==> config.mk <==
export PLATFORM = sky130hd
export DESIGN_NAME = mmio_decode
export DESIGN_NICKNAME = d
export VERILOG_FILES = /design/src/logic/store_pkg.sv /design/src/logic/mmio_decode.sv
export VERILOG_INCLUDE_DIRS = /design/src /design/src/logic
export SDC_FILE = /design/constraint.sdc
export NUM_CORES = 1
export LEC_CHECK = 0
export BUFFER_PORTS_ARGS = -buffer_cell sky130_fd_sc_hd__buf_2
export CAP_MARGIN = 20
export CORE_MARGIN = 4
export CORE_UTILIZATION = 32
export DETAILED_ROUTE_END_ITERATION = 6
export PLACE_DENSITY = 0.95
export SETUP_SLACK_MARGIN = 0.4
export SLEW_MARGIN = 0
export SYNTH_ARGS = -nofsm -noshare
export SYNTH_HDL_FRONTEND = slang
export SYNTH_SLANG_ARGS = --single-unit
==> constraint.sdc <==
create_clock -name vclk -period 2.6
set_input_delay 0.26 -clock vclk [all_inputs]
set_output_delay 0.26 -clock vclk [all_outputs]
set_load 0.05 [all_outputs]
==> src/logic/store_cfg.svh <==
`ifndef STORE_CFG_SVH
`define STORE_CFG_SVH

// store instruction fields
`define OPC_STORE_5         5'b01000
`define FNC_SB              3'b000
`define FNC_SH              3'b001
`define FNC_SW              3'b010

// region select bits of the store address
`define DMEM_BIT            28
`define IMEM_BIT            29
`define IO_BIT              31

// system io offsets, window 0x8000_0xxx
`define IO_UART_TX          12'h008
`define IO_COUNTER_RST      12'h018
`define IO_LEDS             12'h030
`define IO_TX_DUTY          12'h034
`define IO_TX               12'h038
`define IO_DAC_SRC          12'h044
`define IO_GSR              12'h100
`define IO_GLOBAL_SHIFT     12'h104
`define IO_WAVE_SHIFT_BASE  12'h200  // sine, square, triangle, sawtooth

// offsets inside a voice window, one of addr[15:12] set
`define IO_VOICE_FCW        12'h000
`define IO_VOICE_START      12'h004
`define IO_VOICE_RELEASE    12'h008
`define IO_VOICE_RESET      12'h010

// memory depths in words, as address widths
`define DMEM_AW             8
`define IMEM_AW             14

`endif

==> src/logic/store_pkg.sv <==
`default_nettype none

`include "store_cfg.svh"

package store_pkg;

    // bus word and byte lanes
    typedef logic [31:0] word_t;
    typedef logic [3:0]  wmask_t;

    // instruction fields seen by the store path
    typedef logic [2:0]  funct3_t;
    typedef logic [4:0]  funct5_t;

    // one-hot voice select, bit i is voice i
    typedef logic [3:0]  voice_sel_t;

    // waveform and global shift amounts
    typedef logic [4:0]  shift_t;

    // oscillator frequency control word
    typedef logic [23:0] fcw_t;

    // word index into data memory
    typedef logic [`DMEM_AW-1:0] dmem_addr_t;

endpackage

`default_nettype wire

==> src/logic/mmio_decode.sv <==
`timescale 1ns/1ns
`default_nettype none

`include "store_cfg.svh"

module mmio_decode (
    input  wire store_pkg::word_t    addr,
    input  wire store_pkg::wmask_t   wmask,
    input  wire                      pc30,
    output store_pkg::wmask_t        dmem_wea,
    output store_pkg::wmask_t        imem_wea,
    output logic                     uart_we,
    output logic                     counter_rst,
    output logic                     leds_we,
    output logic                     tx_duty_we,
    output logic                     tx_we,
    output logic                     dac_src_we,
    output logic                     gsr_we,
    output logic                     global_shift_we,
    output logic                     wave_shift_we,
    output logic                     fcw_we,
    output logic                     note_start_we,
    output logic                     note_release_we,
    output logic                     voice_reset_we,
    output logic [1:0]               wave_sel,
    output store_pkg::voice_sel_t    voice_sel
);

    logic        dmem_hit;
    logic        imem_hit;
    logic        io_hit;
    logic        sys_hit;
    logic        voice_hit;
    logic        lane0;
    logic        any_lane;
    logic [11:0] off;

    // word offset compare, byte bits ignored
    function automatic logic off_match(input logic [11:0] a, input logic [11:0] ref_off);
        off_match = (a[11:2] == ref_off[11:2]);
    endfunction

    // regions are exclusive so one store has one target
    assign dmem_hit = addr[`DMEM_BIT] && !addr[`IMEM_BIT] && !addr[`IO_BIT];
    assign imem_hit = addr[`IMEM_BIT] && !addr[`DMEM_BIT] && !addr[`IO_BIT];
    assign io_hit   = addr[`IO_BIT] && !addr[`DMEM_BIT] && !addr[`IMEM_BIT];

    assign dmem_wea = dmem_hit ? wmask : 4'b0000;
    assign imem_wea = (imem_hit && pc30) ? wmask : 4'b0000;

    assign off       = addr[11:0];
    assign lane0     = wmask[0];
    assign any_lane  = |wmask;
    assign sys_hit   = io_hit && (addr[15:12] == 4'b0000);
    assign voice_hit = io_hit && $onehot(addr[15:12]);  // two windows at once is ignored

    assign uart_we         = sys_hit && off_match(off, `IO_UART_TX) && lane0;
    assign counter_rst     = sys_hit && off_match(off, `IO_COUNTER_RST) && any_lane;
    assign leds_we         = sys_hit && off_match(off, `IO_LEDS) && lane0;
    assign tx_duty_we      = sys_hit && off_match(off, `IO_TX_DUTY) && any_lane;
    assign tx_we           = sys_hit && off_match(off, `IO_TX) && any_lane;
    assign dac_src_we      = sys_hit && off_match(off, `IO_DAC_SRC) && lane0;
    assign gsr_we          = sys_hit && off_match(off, `IO_GSR) && any_lane;
    assign global_shift_we = sys_hit && off_match(off, `IO_GLOBAL_SHIFT) && lane0;

    // four shift registers, 0x200..0x20c
    assign wave_shift_we = sys_hit && ({off[11:4], 4'h0} == `IO_WAVE_SHIFT_BASE) && lane0;
    assign wave_sel      = off[3:2];

    assign fcw_we          = voice_hit && off_match(off, `IO_VOICE_FCW) && any_lane;
    assign note_start_we   = voice_hit && off_match(off, `IO_VOICE_START) && any_lane;
    assign note_release_we = voice_hit && off_match(off, `IO_VOICE_RELEASE) && any_lane;
    assign voice_reset_we  = voice_hit && off_match(off, `IO_VOICE_RESET) && any_lane;
    assign voice_sel       = addr[15:12];

endmodule

`default_nettype wire

==> impl_results.md <==
- Kind of critical path: in2out
- Mean area per synthesized cell: 6.75 µm²
- Die area: around 2100 µm²
- DRT Pass-1 Iters: 4
- # clk buffers: 0
- Grt total ovfl: 0
- Core area: 1330 µm²
- Peak fanout along the critical path: 2
- Share of the synthesized area in the top cell type: 0.109
- Cell area after synthesis: around 460 µm²
- Top-count cell post-synth: and2_1
- FFs & Latches: 0
- Vias in the first global route: approximately 600
- Filler instances: 124
- Final hold violations: 0
- CP Launch Type: input port
- Post-synth top area cell: and2_1
- Number of routed nets with antenna violations: 0
- Final period util: 0.911
- Avg WL per Cell: 12.9 µm
- Global Route Usage Sum: 0.152
- Initial Util: 0.344
- Final wirelength: approximately 1600 µm
- Post-route cell area: 825 µm²
- Most common library cells after synthesis: 8 x and2_1, 7 x nor2_1, 6 x buf_4, 6 x inv_1, 6 x nor3_1
- Initial drt markers: 10
- P_leak: 0.000379 µW
- PD cells: roughly 140 nW/µm²
- Peak Freq: around 420 MHz
- RePlAce Congestion: 0.903
- Pin count of the biggest net entering global routing: 7
- DP HPWL: between 1000 and 1500 µm
- Power Total: 118 µW
- Vias/cell: about 5.2
- Slew Viols, Final: 0
- Placed cell area: ~750 µm²
- Distinct cells, synth: 20
- Synth warnings: 0
- Sequential area share after synthesis: 0
- Cells after synthesis: slightly below 70
- Via count: 666
- Max_cap viols: 0
- Final design utilization: 0.618
- First-pass GRT wire length: 2470 µm
- Die X: about 46 µm
- Top cells by area, synth: and2_1 11%, buf_4 9.8%, ha_1 8.2%
- DRC: 0
- Rel. slew slack: 0.665
- Worst ir drop on vdd: about 0.000051 V
- Critical Path RT: ~2.3 ns
- I/O pins: 64
- Setup tns final: 0 ns
- Slew @ Worst Pin: ~0.5 ns
- Status: completed
- Row count: 13
- Area growth, synth to finish: 79.6%
- Crit path arrival time: ~2.1 ns
- Fin crit period: ~2.4 ns
- RSZ-0062 raised after global routing: yes
- # diodes: 0
- Register area: 0 µm²
- Antenna violations before repair: 0
- Worst min path class: in2out
- NumNets Final: about 160
- Die Y: around 46 µm
- Layout cells sized above 1: 0.602
- Crit end category: output port
- PortBufs: a little under 50
- Syn Nets: around 110
- CTS Hold Bufs: 0
- Setup-failing EPs final: 0
==> repair_timing <==
action,4_1_cts,5_1_grt
buffers inserted,1,1
resized for setup,15,3
pin swaps,7,4
cloned,0,0
setup endpoints to repair,4,4
==> metrics by stage <==
| stage | setup WS (ns) | hold slack (ns) | instances |
|---|---|---|---|
| after CTS | 0.189 | 0.821 | 127 |
| after global routing | 0.164 | 0.828 | 128 |
| after detailed placement | 0.0350 | 0.823 | 126 |
| after floorplan | 0.0899 | 0.622 | 68 |
| after global placement | 0.0733 | 0.823 | 126 |
| final | 0.231 | 0.824 | 128 |
==> routing by layer <==
metal / routed length, µm / vias up / GRT usage / share of wire
li1: - / 333 / - / -
met1: 612 / 301 / 0.171 / 0.37
met2: 892 / 30 / 0.310 / 0.54
met3: 128 / 2 / 0.0119 / 0.078
met4: 12 / 0 / 0.0114 / 0.0073
met5: 0 / - / 0 / 0
==> final timing paths <==
path      from             end  slack (ns)  depth (start not counted)
max   addr[13]  voice_reset_we        0.23                         10
min   addr[13]    voice_sel[1]        0.82                          2
==> power breakdown <==
part / internal [µW] / switching, µW / leakage (µW) / total (µW)
clock network: 0 / 0 / 0 / 0
registers: 0 / 0 / 0 / 0
logic: 46.6 / 71.6 / 0.000379 / 118
total: 46.6 / 71.6 / 0.000379 / 118
==> cell families (layout without fill, tap and decap cells) <==
kind of cell | after synthesis | count (layout) | synth area share
adders and majority gates | 4 | 4 | 0.125
and+or+nand+nor | 52 | 52 | 0.728
buffers and inverters | 12 | 57 | 0.147
==> critical path, stage by stage <==
cell     delay (ns)
buf_8          0.08
inv_6          0.03
fa_1           0.54
inv_1          0.05
ha_2           0.18
ha_4           0.21
nor3b_4        0.20
nand4_1        0.19
nor3_2         0.18
buf_6          0.18
==> cells in the final DEF, fill, tap and decap left out, drive strengths merged <==
cell	instances
nor4bb	1
ha	3
inv	6
nor2b	1
nor3	6
nor4	5
fa	1
nor2	7
buf	51
nor3b	5
nand3	6
nand2b	1
nor4b	4
nand2	4
or4	1
and2	8
nand4	3
==> cell type report <==
type | count | area [µm²] | area share
inverter | 6 | 35.0 | 0.0425
multi-input combinational | 56 | 462 | 0.560
tap | 15 | 18.8 | 0.0228
timing repair buffer | 51 | 309 | 0.375
Power figures use the tool's default switching activity.
