$ cat src/logic/store_cfg.svh
`ifndef STORE_CFG_SVH
`define STORE_CFG_SVH

// store instruction fields
`define OPC_STORE_5         5'b01000
`define FNC_SB              3'b000
`define FNC_SH              3'b001
`define FNC_SW              3'b010

// region select bits of the store address
`define DMEM_BIT            28
`define IMEM_BIT            29
`define IO_BIT              31

// system io offsets, window 0x8000_0xxx
`define IO_UART_TX          12'h008
`define IO_COUNTER_RST      12'h018
`define IO_LEDS             12'h030
`define IO_TX_DUTY          12'h034
`define IO_TX               12'h038
`define IO_DAC_SRC          12'h044
`define IO_GSR              12'h100
`define IO_GLOBAL_SHIFT     12'h104
`define IO_WAVE_SHIFT_BASE  12'h200  // sine, square, triangle, sawtooth

// offsets inside a voice window, one of addr[15:12] set
`define IO_VOICE_FCW        12'h000
`define IO_VOICE_START      12'h004
`define IO_VOICE_RELEASE    12'h008
`define IO_VOICE_RESET      12'h010

// memory depths in words, as address widths
`define DMEM_AW             8
`define IMEM_AW             14

`endif

$ cat src/logic/store_pkg.sv
`default_nettype none

`include "store_cfg.svh"

package store_pkg;

    // bus word and byte lanes
    typedef logic [31:0] word_t;
    typedef logic [3:0]  wmask_t;

    // instruction fields seen by the store path
    typedef logic [2:0]  funct3_t;
    typedef logic [4:0]  funct5_t;

    // one-hot voice select, bit i is voice i
    typedef logic [3:0]  voice_sel_t;

    // waveform and global shift amounts
    typedef logic [4:0]  shift_t;

    // oscillator frequency control word
    typedef logic [23:0] fcw_t;

    // word index into data memory
    typedef logic [`DMEM_AW-1:0] dmem_addr_t;

endpackage

`default_nettype wire

$ cat src/logic/synth_ctrl_regs.sv
`timescale 1ns/1ns
`default_nettype none

module synth_ctrl_regs (
    input  wire                          clk,
    input  wire                          rst_n,
    input  wire store_pkg::word_t        wdata,
    input  wire                          uart_we,
    input  wire                          counter_rst,
    input  wire                          leds_we,
    input  wire                          tx_duty_we,
    input  wire                          tx_we,
    input  wire                          dac_src_we,
    input  wire                          gsr_we,
    input  wire                          global_shift_we,
    input  wire                          wave_shift_we,
    input  wire                          fcw_we,
    input  wire                          note_start_we,
    input  wire                          note_release_we,
    input  wire                          voice_reset_we,
    input  wire [1:0]                    wave_sel,
    input  wire store_pkg::voice_sel_t   voice_sel,
    output logic [7:0]                   leds,
    output store_pkg::word_t             tx_word,
    output store_pkg::word_t             tx_duty,
    output logic [7:0]                   dac_src,
    output logic                         gsr,
    output store_pkg::shift_t            global_shift,
    output store_pkg::shift_t            wave_shift0,
    output store_pkg::shift_t            wave_shift1,
    output store_pkg::shift_t            wave_shift2,
    output store_pkg::shift_t            wave_shift3,
    output store_pkg::fcw_t              voice_fcw0,
    output store_pkg::fcw_t              voice_fcw1,
    output store_pkg::fcw_t              voice_fcw2,
    output store_pkg::fcw_t              voice_fcw3,
    output store_pkg::voice_sel_t        note_start,
    output store_pkg::voice_sel_t        note_release,
    output store_pkg::voice_sel_t        voice_reset,
    output store_pkg::word_t             cycle_count,
    output logic [7:0]                   uart_tx_data,
    output logic                         uart_tx_valid
);

    import store_pkg::*;

    shift_t wave_shift_q [4];
    fcw_t   fcw_q [4];

    always_ff @(posedge clk) begin
        if (!rst_n) begin
            leds         <= 8'h00;
            tx_word      <= 32'h0000_0000;
            tx_duty      <= 32'h0000_0000;
            dac_src      <= 8'h00;
            gsr          <= 1'b1;  // oscillators held until released
            global_shift <= 5'd0;
            for (int i = 0; i < 4; i++) begin
                wave_shift_q[i] <= 5'd0;
                fcw_q[i]        <= 24'h00_0000;
            end
        end else begin
            if (leds_we)         leds         <= wdata[7:0];
            if (tx_we)           tx_word      <= wdata;
            if (tx_duty_we)      tx_duty      <= wdata;
            if (dac_src_we)      dac_src      <= wdata[7:0];
            if (gsr_we)          gsr          <= wdata[0];
            if (global_shift_we) global_shift <= wdata[4:0];
            if (wave_shift_we)   wave_shift_q[wave_sel] <= wdata[4:0];
            for (int i = 0; i < 4; i++) begin
                if (fcw_we && voice_sel[i]) begin
                    fcw_q[i] <= wdata[23:0];
                end
            end
        end
    end

    // single cycle voice pulses, counter and uart handoff
    always_ff @(posedge clk) begin
        if (!rst_n) begin
            note_start    <= 4'b0000;
            note_release  <= 4'b0000;
            voice_reset   <= 4'b0000;
            cycle_count   <= 32'h0000_0000;
            uart_tx_data  <= 8'h00;
            uart_tx_valid <= 1'b0;
        end else begin
            note_start    <= note_start_we ? voice_sel : 4'b0000;
            note_release  <= note_release_we ? voice_sel : 4'b0000;
            voice_reset   <= voice_reset_we ? voice_sel : 4'b0000;
            cycle_count   <= counter_rst ? 32'h0000_0000 : cycle_count + 32'd1;
            uart_tx_valid <= uart_we;
            if (uart_we) begin
                uart_tx_data <= wdata[7:0];
            end
        end
    end

    assign wave_shift0 = wave_shift_q[0];  // sine
    assign wave_shift1 = wave_shift_q[1];  // square
    assign wave_shift2 = wave_shift_q[2];  // triangle
    assign wave_shift3 = wave_shift_q[3];  // sawtooth
    assign voice_fcw0  = fcw_q[0];
    assign voice_fcw1  = fcw_q[1];
    assign voice_fcw2  = fcw_q[2];
    assign voice_fcw3  = fcw_q[3];

endmodule

`default_nettype wire

$ cat config.mk
export PLATFORM = sky130hd
export DESIGN_NAME = synth_ctrl_regs
export DESIGN_NICKNAME = d
export VERILOG_FILES = /design/src/logic/store_pkg.sv /design/src/logic/synth_ctrl_regs.sv
export VERILOG_INCLUDE_DIRS = /design/src /design/src/logic
export SDC_FILE = /design/constraint.sdc
export NUM_CORES = 1
export LEC_CHECK = 0
export BUFFER_PORTS_ARGS = -buffer_cell sky130_fd_sc_hd__buf_2
export CAP_MARGIN = 0
export CORE_UTILIZATION = 50
export DETAILED_ROUTE_END_ITERATION = 10
export GPL_ROUTABILITY_DRIVEN = 0
export PLACE_DENSITY = 0.79
export SLEW_MARGIN = 5
export SYNTH_ARGS = -nofsm -noshare
export SYNTH_HDL_FRONTEND = slang
export SYNTH_SLANG_ARGS = --single-unit
$ cat constraint.sdc
create_clock -name clk -period 2.3 [get_ports clk]
set_input_delay 0.46 -clock clk [delete_from_list [all_inputs] [get_ports clk]]
set_output_delay 0.46 -clock clk [all_outputs]
set_load 0.02 [all_outputs]
==> results.toml <==
[timing]
clock.fmax_ghz = 0.515
period_share_pct = 84.5
fin_crit_ps = 1940
slew_headroom_pct = 44.8
skew_ps = 6.26
rsz0062_at_grt = "false"
setup_ws_ps = 357
setup_violations = 0
hold_violations = 0
final_max_slew_viol_count = 0
holdWs_ps = 176
tightest_slew_ps = 829
setup_tns_ps = 0

[global_route]
antenna_found_initial = 0
grt_pass1_vias = 6619
grt_pass1_wl_um = 36800
grt_max_degree = 98
grt_usage_pct = 23.8
grt-ovfl-total = 0

[critical_path]
r2r_slack_ps = 360
crit_type = "flop to flop"
cpPeakStageDelay_ps = 450
crit_required_ps = 2740
cp_cell_sequence = "ha_1, and4_1, nand4_2, buf_4, or3_1, a21oi_1"
cp.arrival_ps = 2380
startpoint = "cycle_count[0]$_SDFF_PP0_"
rr_endpoint = "cycle_count[20]$_SDFF_PP0_"
r2r-start = "cycle_count[0]$_SDFF_PP0_"
path_max_fanout = 8
endpoint_kind = "flop"
critPathTopFamily = "simple AND/OR/NAND/NOR gates"
reg2reg_depth = 6
cp-start-kind = "flop"
critPathBufInv = 1
slowest_stage = "dfxtp_1"
cp.depth = 6

[worst_hold_path]
min-delay-path-class = "primary input to flop"
min_to = "gsr$_SDFFE_PN1P_"
hp-start = "gsr_we"
hold_path_depth = 3

[power_and_ir_drop]
switching_share_pct = 24.5
combPwrFrac_pct = 11.2
internal-power_mw = 7.91
p_leak_nw = 5.64
power_mw = 10.5
clkPwrFrac_pct = 39.9
seq_power_share_pct = 48.9
p_sw_mw = 2.56
irDropWorstVdd_v = 0.000545
powerDensity_nw_per_um2 = 841

[finish]
final_util_pct = 65.9
syn2layout_area_growth_pct = 27.7
post_route_cells_drive_above_1_share_pct = 33.8
multiInputGateArea_um2 = 3280
num-nets-final = 1136
fill_cells = 1534
seq_area_um2 = 6270

[cts]
ctsResizeCount = 0
cts_buffer_depth = 3
htreeDepth = 1
cts_sinks = 255
hold_buffers = 0
cts_tree = "yes"
clk_pin_slew_ps = 70
clock_latency_ps = 510
cts_buffers = 26
cts_root_buf = "clkbuf_16"
post_cts_buffers = 0

[logic_synthesis]
postSynthAreaPerCell_um2 = 12.5
synth_nets = 831
synth-edff-count = 116
async_reset_ff_share_pct = 0
ys.flop_type = "dfxtp_1"
ys_ff_latch = 255
syn_inst = 777
syn_area_um2 = 9750
ys_warn_count = 0
synth_cell_types = 34
ys_seq_area_share_pct = 64.3

[drt]
antenna_left = 0
drc = 0
wire_per_inst_um = 17.6
num_vias = 6894
drt-vias-per-instance = 5.06
wirelength_um = 24000
firstDrtPassIters = 4
drt_iter0_drc = 354

[floorplanning]
die_w_um = 142
die_area_um2 = 20100
die_y_um = 142
coreArea_um2 = 18900
fp-row-count = 50
ioPinCount = 308
start_util_pct = 51.6

[place]
post-place-ws_ps = 269
place.detailed.hpwl_um = 16700
portBuffers = 307

[run_status]
status = "finished, final reports clean"

[flow_run]
max-cap-violations = 0
## flip-flops by register name, summed over array words and instances (netlist names)
signal         cells
note_start         4
cycle_count       32
wave_shift_q      20
dac_src            8
global_shift       5
tx_duty           32
uart_tx_valid      1
note_release       4
uart_tx_data       8
voice_reset        4
gsr                1
tx_word           32
fcw_q             96
leds               8
## worst min-delay path, delay by kind of cell
kind / cells / cell delay (ps)
multiplexers: 1 / 70
AND/OR/NAND/NOR: 1 / 60
buffers and inverters: 1 / 80
## kinds of logic after synthesis
logic type,Yosys count,share of synthesized area [%]
AND/OR/NAND/NOR,330,20.7
flip-flops,255,64.3
multiplexers,95,9.75
buffers and inverters,50,2.04
AO/OA/AOI/OAI,34,2.02
XOR/XNOR,12,1.08
adder cells (fa/ha/maj),1,0.128
## power groups by stage
stage	clock [mW]	sequential, mW	combinational [mW]
2_1_floorplan	0	5.57	0.327
3_3_place_gp	0	5.21	1.16
3_5_place_dp	0	5.22	1.18
4_1_cts	4.24	5.12	1.18
5_1_grt	4.44	5.14	1.25
6_report	4.18	5.12	1.17
## cells in the mapped netlist, drive strengths merged, types with 10 or more instances
library cell	n	area share (%)
a21oi	16	0.82
and2	114	7.3
and3	26	1.7
buf	10	0.50
clkbuf	36	1.4
dfxtp	139	29
edfxtp	116	36
mux2i	95	9.8
nand2	23	0.89
nand3	12	0.74
nor2	14	0.54
nor2b	94	6.0
## cell type report
| cell class | instances | share of cell area (%) |
|---|---|---|
| multi-input cells | 472 | 26.4 |
| diodes | 1 | 0.0201 |
| inverters | 4 | 0.121 |
| repair buffers | 323 | 13.6 |
| well taps | 260 | 2.61 |
| clock inverters | 14 | 0.975 |
| flip-flops and latches | 255 | 50.3 |
| clock buffers | 34 | 5.96 |
## per-stage QoR
stage,instance area [um2],std cells
after floorplan,9750,777
after global routing,12400,1362
after global placement,11600,1314
final,12500,1363
after CTS,12400,1362
after detailed placement,11600,1314
## metal layers
layer  GRT usage, %  routed length, um  share of wire [%]  up-vias
li1               -                  -                  -     3310
met1           30.0              10000                 42     3261
met2           40.8              11700                 49      273
met3           4.76               1590                6.6       50
met4           8.15                719                3.0        0
met5              0                  0                  0        -
## worst max path at each step
stage	end	slack (ps)
5_1_grt	cycle_count[20]$_SDFF_PP0_	160
2_1_floorplan	fcw_q[0][0]$_SDFFCE_PN0P_	200
6_report	cycle_count[20]$_SDFF_PP0_	360
4_1_cts	cycle_count[18]$_SDFF_PP0_	360
3_5_place_dp	wave_shift_q[1][4]$_SDFFCE_PN0P_	270
3_3_place_gp	wave_shift_q[1][3]$_SDFFCE_PN0P_	390
## cells in the final DEF (no fill, tap or decap), types with 16 or more instances in the layout
cell / instances
nand2_1: 23
dfxtp_1: 139
buf_2: 307
nor2b_1: 94
and3_1: 26
and2_1: 114
clkbuf_16: 27
mux2i_1: 95
edfxtp_1: 116
a21oi_1: 16
Note: power is estimated with default switching activity, not from simulation.
