--- config.mk ---
export PLATFORM = sky130hd
export DESIGN_NAME = store_lane_align
export DESIGN_NICKNAME = d
export VERILOG_FILES = /design/src/logic/store_pkg.sv /design/src/logic/store_lane_align.sv
export VERILOG_INCLUDE_DIRS = /design/src /design/src/logic
export SDC_FILE = /design/constraint.sdc
export NUM_CORES = 1
export LEC_CHECK = 0
export BUFFER_PORTS_ARGS = -buffer_cell sky130_fd_sc_hd__buf_4
export CORE_ASPECT_RATIO = 0.8
export CORE_MARGIN = 10
export CORE_UTILIZATION = 33
export DETAILED_ROUTE_END_ITERATION = 6
export MAX_ROUTING_LAYER = met4
export PLACE_DENSITY = 0.81
export SLEW_MARGIN = 20
export SYNTH_ARGS = -nofsm -noshare
export SYNTH_HDL_FRONTEND = slang
export SYNTH_SLANG_ARGS = --single-unit
--- constraint.sdc ---
create_clock -name vclk -period 1.5
set_clock_uncertainty 0.1 [all_clocks]
set_input_delay 0.3 -clock vclk [all_inputs]
set_output_delay 0.3 -clock vclk [all_outputs]
set_load 0.02 [all_outputs]
--- src/logic/store_cfg.svh ---
`ifndef STORE_CFG_SVH
`define STORE_CFG_SVH

// store instruction fields
`define OPC_STORE_5         5'b01000
`define FNC_SB              3'b000
`define FNC_SH              3'b001
`define FNC_SW              3'b010

// region select bits of the store address
`define DMEM_BIT            28
`define IMEM_BIT            29
`define IO_BIT              31

// system io offsets, window 0x8000_0xxx
`define IO_UART_TX          12'h008
`define IO_COUNTER_RST      12'h018
`define IO_LEDS             12'h030
`define IO_TX_DUTY          12'h034
`define IO_TX               12'h038
`define IO_DAC_SRC          12'h044
`define IO_GSR              12'h100
`define IO_GLOBAL_SHIFT     12'h104
`define IO_WAVE_SHIFT_BASE  12'h200  // sine, square, triangle, sawtooth

// offsets inside a voice window, one of addr[15:12] set
`define IO_VOICE_FCW        12'h000
`define IO_VOICE_START      12'h004
`define IO_VOICE_RELEASE    12'h008
`define IO_VOICE_RESET      12'h010

// memory depths in words, as address widths
`define DMEM_AW             8
`define IMEM_AW             14

`endif

--- src/logic/store_pkg.sv ---
`default_nettype none

`include "store_cfg.svh"

package store_pkg;

    // bus word and byte lanes
    typedef logic [31:0] word_t;
    typedef logic [3:0]  wmask_t;

    // instruction fields seen by the store path
    typedef logic [2:0]  funct3_t;
    typedef logic [4:0]  funct5_t;

    // one-hot voice select, bit i is voice i
    typedef logic [3:0]  voice_sel_t;

    // waveform and global shift amounts
    typedef logic [4:0]  shift_t;

    // oscillator frequency control word
    typedef logic [23:0] fcw_t;

    // word index into data memory
    typedef logic [`DMEM_AW-1:0] dmem_addr_t;

endpackage

`default_nettype wire

--- src/logic/store_lane_align.sv ---
`timescale 1ns/1ns
`default_nettype none

`include "store_cfg.svh"

module store_lane_align (
    input  wire                      en,
    input  wire store_pkg::funct5_t  funct5,
    input  wire store_pkg::funct3_t  funct3,
    input  wire [1:0]                addr_lo,
    input  wire store_pkg::word_t    rs2,
    output store_pkg::wmask_t        wmask,
    output store_pkg::word_t         wdata
);

    logic is_store;

    assign is_store = en && (funct5 == `OPC_STORE_5);

    always_comb begin
        wmask = 4'b0000;
        wdata = 32'h0000_0000;
        if (is_store) begin
            case (funct3)
                `FNC_SB: begin
                    case (addr_lo)
                        2'b00: begin
                            wmask = 4'b0001;
                            wdata = {24'b0, rs2[7:0]};
                        end
                        2'b01: begin
                            wmask = 4'b0010;
                            wdata = {16'b0, rs2[7:0], 8'b0};
                        end
                        2'b10: begin
                            wmask = 4'b0100;
                            wdata = {8'b0, rs2[7:0], 16'b0};
                        end
                        default: begin
                            wmask = 4'b1000;
                            wdata = {rs2[7:0], 24'b0};
                        end
                    endcase
                end
                `FNC_SH: begin
                    // addr_lo[0] ignored, halfword lands on its pair
                    if (addr_lo[1]) begin
                        wmask = 4'b1100;
                        wdata = {rs2[15:0], 16'b0};
                    end else begin
                        wmask = 4'b0011;
                        wdata = {16'b0, rs2[15:0]};
                    end
                end
                `FNC_SW: begin
                    wmask = 4'b1111;
                    wdata = rs2;
                end
                default: begin
                    wmask = 4'b0000;  // unknown size
                    wdata = 32'h0000_0000;
                end
            endcase
        end
    end

endmodule

`default_nettype wire

==> results of run 1 <==
-- final cells by class --
| type | instances | area share (%) |
|---|---|---|
| Inverter | 2 | 0.382 |
| Multi-Input combinational cell | 93 | 51.6 |
| Tap cell | 25 | 1.59 |
| Timing Repair Buffer | 98 | 46.5 |
-- cells in the mapped netlist (all sizes together) (2+ instances only) --
cell type / count / area, um2
clkbuf: 3 / 16.3
a22oi: 8 / 60.1
and4bb: 2 / 25.0
a32oi: 8 / 70.1
inv: 2 / 7.51
a21oi: 20 / 104
nand2: 2 / 7.51
buf: 10 / 90.1
o21ai: 9 / 45.0
nor3b: 11 / 120
nor2: 12 / 45.0
nand3: 17 / 90.1
-- through the flow --
step	setup WS, ns	hold slack (ns)	std cells
detailed placement	-0.323	0.853	215
finish	-0.345	0.846	218
global route	-0.383	0.870	218
CTS	-0.305	0.843	217
global placement	-0.313	0.845	215
floorplan	-0.226	0.649	108
-- cell usage in the layout (no fill, tap or decap), drive strengths merged, types with 2 or more instances in the layout --
| cell type | netlist | layout |
|---|---|---|
| a32oi | 8 | 8 |
| nand2 | 2 | 2 |
| and4bb | 2 | 2 |
| buf | 10 | 98 |
| a22oi | 8 | 8 |
| nor3b | 11 | 11 |
| nand3 | 17 | 17 |
| o21ai | 9 | 9 |
| nor2 | 12 | 12 |
| a21oi | 20 | 20 |
| inv | 2 | 2 |
-- what timing repair did --
action / CTS / global route
setup buffers: 2 / 1
endpoints found under the setup margin: 36 / 36
gates resized for setup: 36 / 13
pin swaps: 11 / 10
-- power by group through the flow --
stage	registers, mW	logic (mW)	clock network, mW
2_1_floorplan	0	0.127	0
3_3_place_gp	0	0.253	0
3_5_place_dp	0	0.261	0
4_1_cts	0	0.301	0
5_1_grt	0	0.349	0
6_report	0	0.338	0
-- worst max-delay path: stages --
cell     delay, ns
buf_4         0.12
nor3_2        0.19
buf_4         0.15
nand3_4       0.14
buf_12        0.20
nor3b_4       0.20
buf_6         0.15
-- worst paths after layout --
check         to  slack (ns)  cells past startpoint
max     wdata[7]       -0.35                      7
min    wdata[20]        0.85                      4
-- kinds of logic (layout without fill, tap and decap cells) --
logic type	count (synthesis)	count (layout)
buffers and inverters	15	100
and+or+nand+nor	48	48
AOI/OAI and AO/OA	45	45
-- routing by layer --
metal  routed length (um)  share of wire (%)  vias to the layer above
li1                     -                  -                      587
met1                 2180                 37                      685
met4                  253                4.3                        0
met3                  439                7.5                       22
met5                    0                  0                        -
met2                 2980                 51                       94
==> results.py, run 1 <==
metrics = {
    "timing": {
        "setup_viol": 36,
        "rsz0062_at_grt": "true",
        "fin_tns_setup_ns": -9.82,
        "min_period_ns": 1.85,
        "relSlewSlack_pct": 73.2,
        "slew_viol_final": 0,
        "final-hold-violation-count": 0,
        "max_freq_ghz": 0.542,
        "worst_slack_ns": -0.345,
        "worst_pin_slew_ns": 0.401,
        "period_share_pct": 123,
    },
    "global_routing": {
        "antenna_found_initial": 0,
        "grt_pass1_wl_um": 7980,
        "grt_use_total_pct": 23.1,
        "use_met2_pct": 43.5,
        "met1_usage_pct": 25.4,
        "grt_max_degree": 26,
        "grt_pass1_vias": 1509,
        "grt_overflow": 0,
        "use_met3_pct": 3.02,
        "busiest_layer": "met2",
    },
    "synthesis": {
        "synthSimpleGateAreaFrac_pct": 45.6,
        "synth_top_family_by_area": "simple AND/OR/NAND/NOR gates",
        "synthXorXnorAreaFrac_pct": 0,
        "yosys_warnings": 0,
        "synth_adder_area_share_pct": 0,
        "synthMuxAreaShare_pct": 0,
        "ys_types": 26,
        "synth_area_um2": 722,
        "synth_nets": 151,
        "syn_inst": 108,
        "avgSynthCellArea_um2": 6.68,
        "synth-compound-area-share_pct": 38.6,
        "ys_seq_area_share_pct": 0,
    },
    "power_and_ir_drop": {
        "pwr-share-clk_pct": 0,
        "switching_share_pct": 51.3,
        "total_power_mw": 0.338,
        "seqPwrFrac_pct": 0,
        "pwr_density_cell_mw_per_mm2": 172,
        "leakage_nw": 0.698,
        "ir_drop_v": 0.000185,
        "switchingPower_mw": 0.174,
        "pwr-share-comb_pct": 100.0,
        "power.internal_mw": 0.164,
    },
    "routing": {
        "routedWlPerCell_um": 26.9,
        "vias": 1388,
        "totalWireLength_um": 5860,
        "drt_iter0_drc": 152,
        "dr.pass1.iters": 4,
        "ant_nets": 0,
        "drc": 0,
        "viasPerCell": 6.37,
    },
    "die": {
        "initial_core_util_pct": 34.0,
        "core_mm2": 0.00212,
        "num_io_pins": 79,
        "die-width_um": 72.3,
        "placementRows": 15,
        "die_area_mm2": 0.00447,
        "die_y_um": 61.8,
    },
    "layout": {
        "seq_cell_count": 0,
        "area_growth_syn_to_layout_pct": 172,
        "final_nets": 238,
        "fillCellCount": 79,
        "finalCoreUtilization_pct": 92.7,
        "finish.instance_area_mm2": 0.00197,
        "clock_buffer_count": 0,
        "antenna_cells": 0,
        "drive_gt1_share_pct": 80.8,
        "seqCellArea_um2": 0,
        "multi_input_area_mm2": 0.00101,
    },
    "setup_path": {
        "crit_start": "funct5[1]",
        "crit_path_max_fanout": 12,
        "critPathLaunchType": "input pin",
        "cp.arrival_ns": 1.45,
        "required_ns": 1.10,
        "endpoint_kind": "primary output",
        "path_class": "input pin to primary output",
    },
    "outcome": {
        "outcome": "finished, violations left",
        "violations": "negative setup slack",
    },
    "clocking": {
        "cts_hold_buf": 0,
    },
    "run": {
        "max-cap-violations": 0,
    },
    "min_path": {
        "hold_path_class": "input pin to primary output",
        "hold_path_startpoint": "rs2[20]",
    },
    "placement": {
        "placed_cell_area_mm2": 0.00168,
        "gp_congestion": 0.742,
        "port-buffer-count": 79,
        "hpwl_um": 3350,
    },
}
Note: power is estimated with default switching activity, not from simulation.
==> inputs of run 2 (changes only) <==
- TNS_END_PERCENT: not set -> 50
==> run 2 against run 1 <==
  * The run still ends with negative setup slack left
  * Maximum frequency down 1.3%
  * Routed wire length up 0.82%
  * Core utilization up 3.2 points
  * Critical path type unchanged
  * Highest routed layer unchanged
==> results.py, run 2 (synthesized netlist as in run 1, its figures left out) <==
metrics = {
    "timing": {
        "relSlewSlack_pct": 75.5,
        "final-hold-violation-count": 0,
        "rsz0062_at_grt": "true",
        "worst_pin_slew_ns": 0.363,
        "min_period_ns": 1.87,
        "period_share_pct": 125,
        "max_freq_ghz": 0.535,
        "slew_viol_final": 0,
        "setup_viol": 36,
        "worst_slack_ns": -0.370,
    },
    "setup_path": {
        "endpoint_kind": "primary output",
        "crit_path_end": "wdata[10]",
        "timing.critical_path.mode_cell": "buf_12",
        "crit_path_max_fanout": 5,
        "cp.arrival_ns": 1.47,
        "slowest_delay_ns": 0.32,
        "crit_slowest_cell": "and4bb_1",
        "required_ns": 1.10,
        "cp_cell_sequence": "buf_12 > and4bb_1 > nand3_4 > buf_12 > clkbuf_16 > a21oi_2 > buf_4",
        "critPathLaunchType": "input pin",
        "path_class": "input pin to primary output",
        "crit_start": "funct3[2]",
    },
    "global_routing": {
        "busiest_layer": "met2",
        "grt_overflow": 0,
        "use_met2_pct": 35.5,
        "grt_pass1_vias": 1368,
        "antenna_found_initial": 0,
        "met1_usage_pct": 23.3,
        "grt_pass1_wl_um": 7000,
        "use_met3_pct": 3.02,
        "grt_max_degree": 23,
        "grt_use_total_pct": 19.6,
    },
    "die": {
        "initial_core_util_pct": 34.0,
        "die_y_um": 61.8,
        "die-width_um": 72.3,
        "placementRows": 15,
        "die_area_mm2": 0.00447,
        "core_mm2": 0.00212,
        "num_io_pins": 79,
    },
    "routing": {
        "totalWireLength_um": 5910,
        "ant_nets": 0,
        "vias": 1453,
        "drt_iter0_drc": 140,
        "viasPerCell": 6.60,
        "dr.pass1.iters": 6,
        "routedWlPerCell_um": 26.8,
        "drc": 0,
    },
    "outcome": {
        "outcome": "finished, violations left",
        "violations": "negative setup slack",
    },
    "layout": {
        "antenna_cells": 0,
        "final_nets": 240,
        "seq_cell_count": 0,
        "seqCellArea_um2": 0,
        "finalCoreUtilization_pct": 95.9,
        "final_cell_count_no_fill": 220,
        "layout_commonest_cell": "buf_4",
        "drive_gt1_share_pct": 77.9,
        "mostFrequentLayoutCells": "55 x buf_4, 33 x buf_6, 16 x a21oi_4, 16 x nand3_1",
        "clock_buffer_count": 0,
        "area_growth_syn_to_layout_pct": 182,
    },
    "placement": {
        "port-buffer-count": 79,
        "dp.cells": 211,
        "gp_congestion": 0.789,
        "place_worst_setup_slack_ns": -0.329,
        "hpwl_um": 3190,
    },
    "power_and_ir_drop": {
        "total_power_mw": 0.325,
        "ir_drop_v": 0.000203,
        "pwr_density_cell_mw_per_mm2": 160,
        "leakage_nw": 0.751,
    },
    "clocking": {
        "cts_hold_buf": 0,
    },
    "run": {
        "max-cap-violations": 0,
    },
    "min_path": {
        "min_path_cells": 4,
        "hold_path_class": "input pin to primary output",
    },
}
==> run 2: changes by cell type in the layout (fill, tap and decap cells not counted), moves of 3 or more <==
cell | before | now
a21oi_2 | 8 | 3
a21oi_4 | 11 | 16
a32oi_1 | 1 | 5
a32oi_4 | 4 | 0
buf_4 | 67 | 55
buf_6 | 24 | 33
nand3_1 | 12 | 16
nand3_2 | 4 | 0
nor2_2 | 4 | 7
nor2_4 | 6 | 3
o21ai_1 | 8 | 4
o21ai_2 | 0 | 4
==> run 2: worst min path at each step <==
stage	startpoint	end	slack [ns]
after floorplan	rs2[2]	wdata[10]	0.65
after CTS	rs2[23]	wdata[23]	0.84
final	rs2[17]	wdata[17]	0.84
after global routing	rs2[17]	wdata[17]	0.85
after detailed placement	rs2[21]	wdata[21]	0.84
after global placement	rs2[23]	wdata[23]	0.84
==> run 2: what timing repair did <==
action,in CTS,in global routing
setup buffers,2,3
gates resized for setup,30,33
pin swaps,1,6
setup endpoints to repair,36,36
cloned,2,2
endpoints found under the hold margin,0,0
==> run 2: power breakdown <==
group          switching (mW)  internal [mW]
sequential                  0              0
clock                       0              0
combinational           0.160          0.165
==> run 2: layer usage <==
metal | vias to the layer above | routed length (um)
met4 | 0 | 314
met2 | 116 | 2910
met3 | 30 | 529
met5 | - | 0
met1 | 707 | 2160
li1 | 600 | -
==> run 2: stage by stage <==
stage	setup TNS, ns	area, um2	hold slack (ns)
floorplan	-6.25	973	0.649
global placement	-9.39	1620	0.842
detailed placement	-10.24	1620	0.841
CTS	-8.62	1820	0.845
global route	-11.53	2030	0.849
finish	-10.71	2030	0.838
==> run 2: worst max-delay path, delay by kind of cell <==
family | cells | cell delay (ns)
buffers and inverters | 4 | 0.60
and+or+nand+nor | 2 | 0.45
AOI/OAI and AO/OA | 1 | 0.12
==> run 2: layout make-up <==
type	count	area [um2]
inverter	2	7.51
fill	45	87.6
tap	25	31.3
multi-input combinational	93	955
timing repair buffer	100	1040
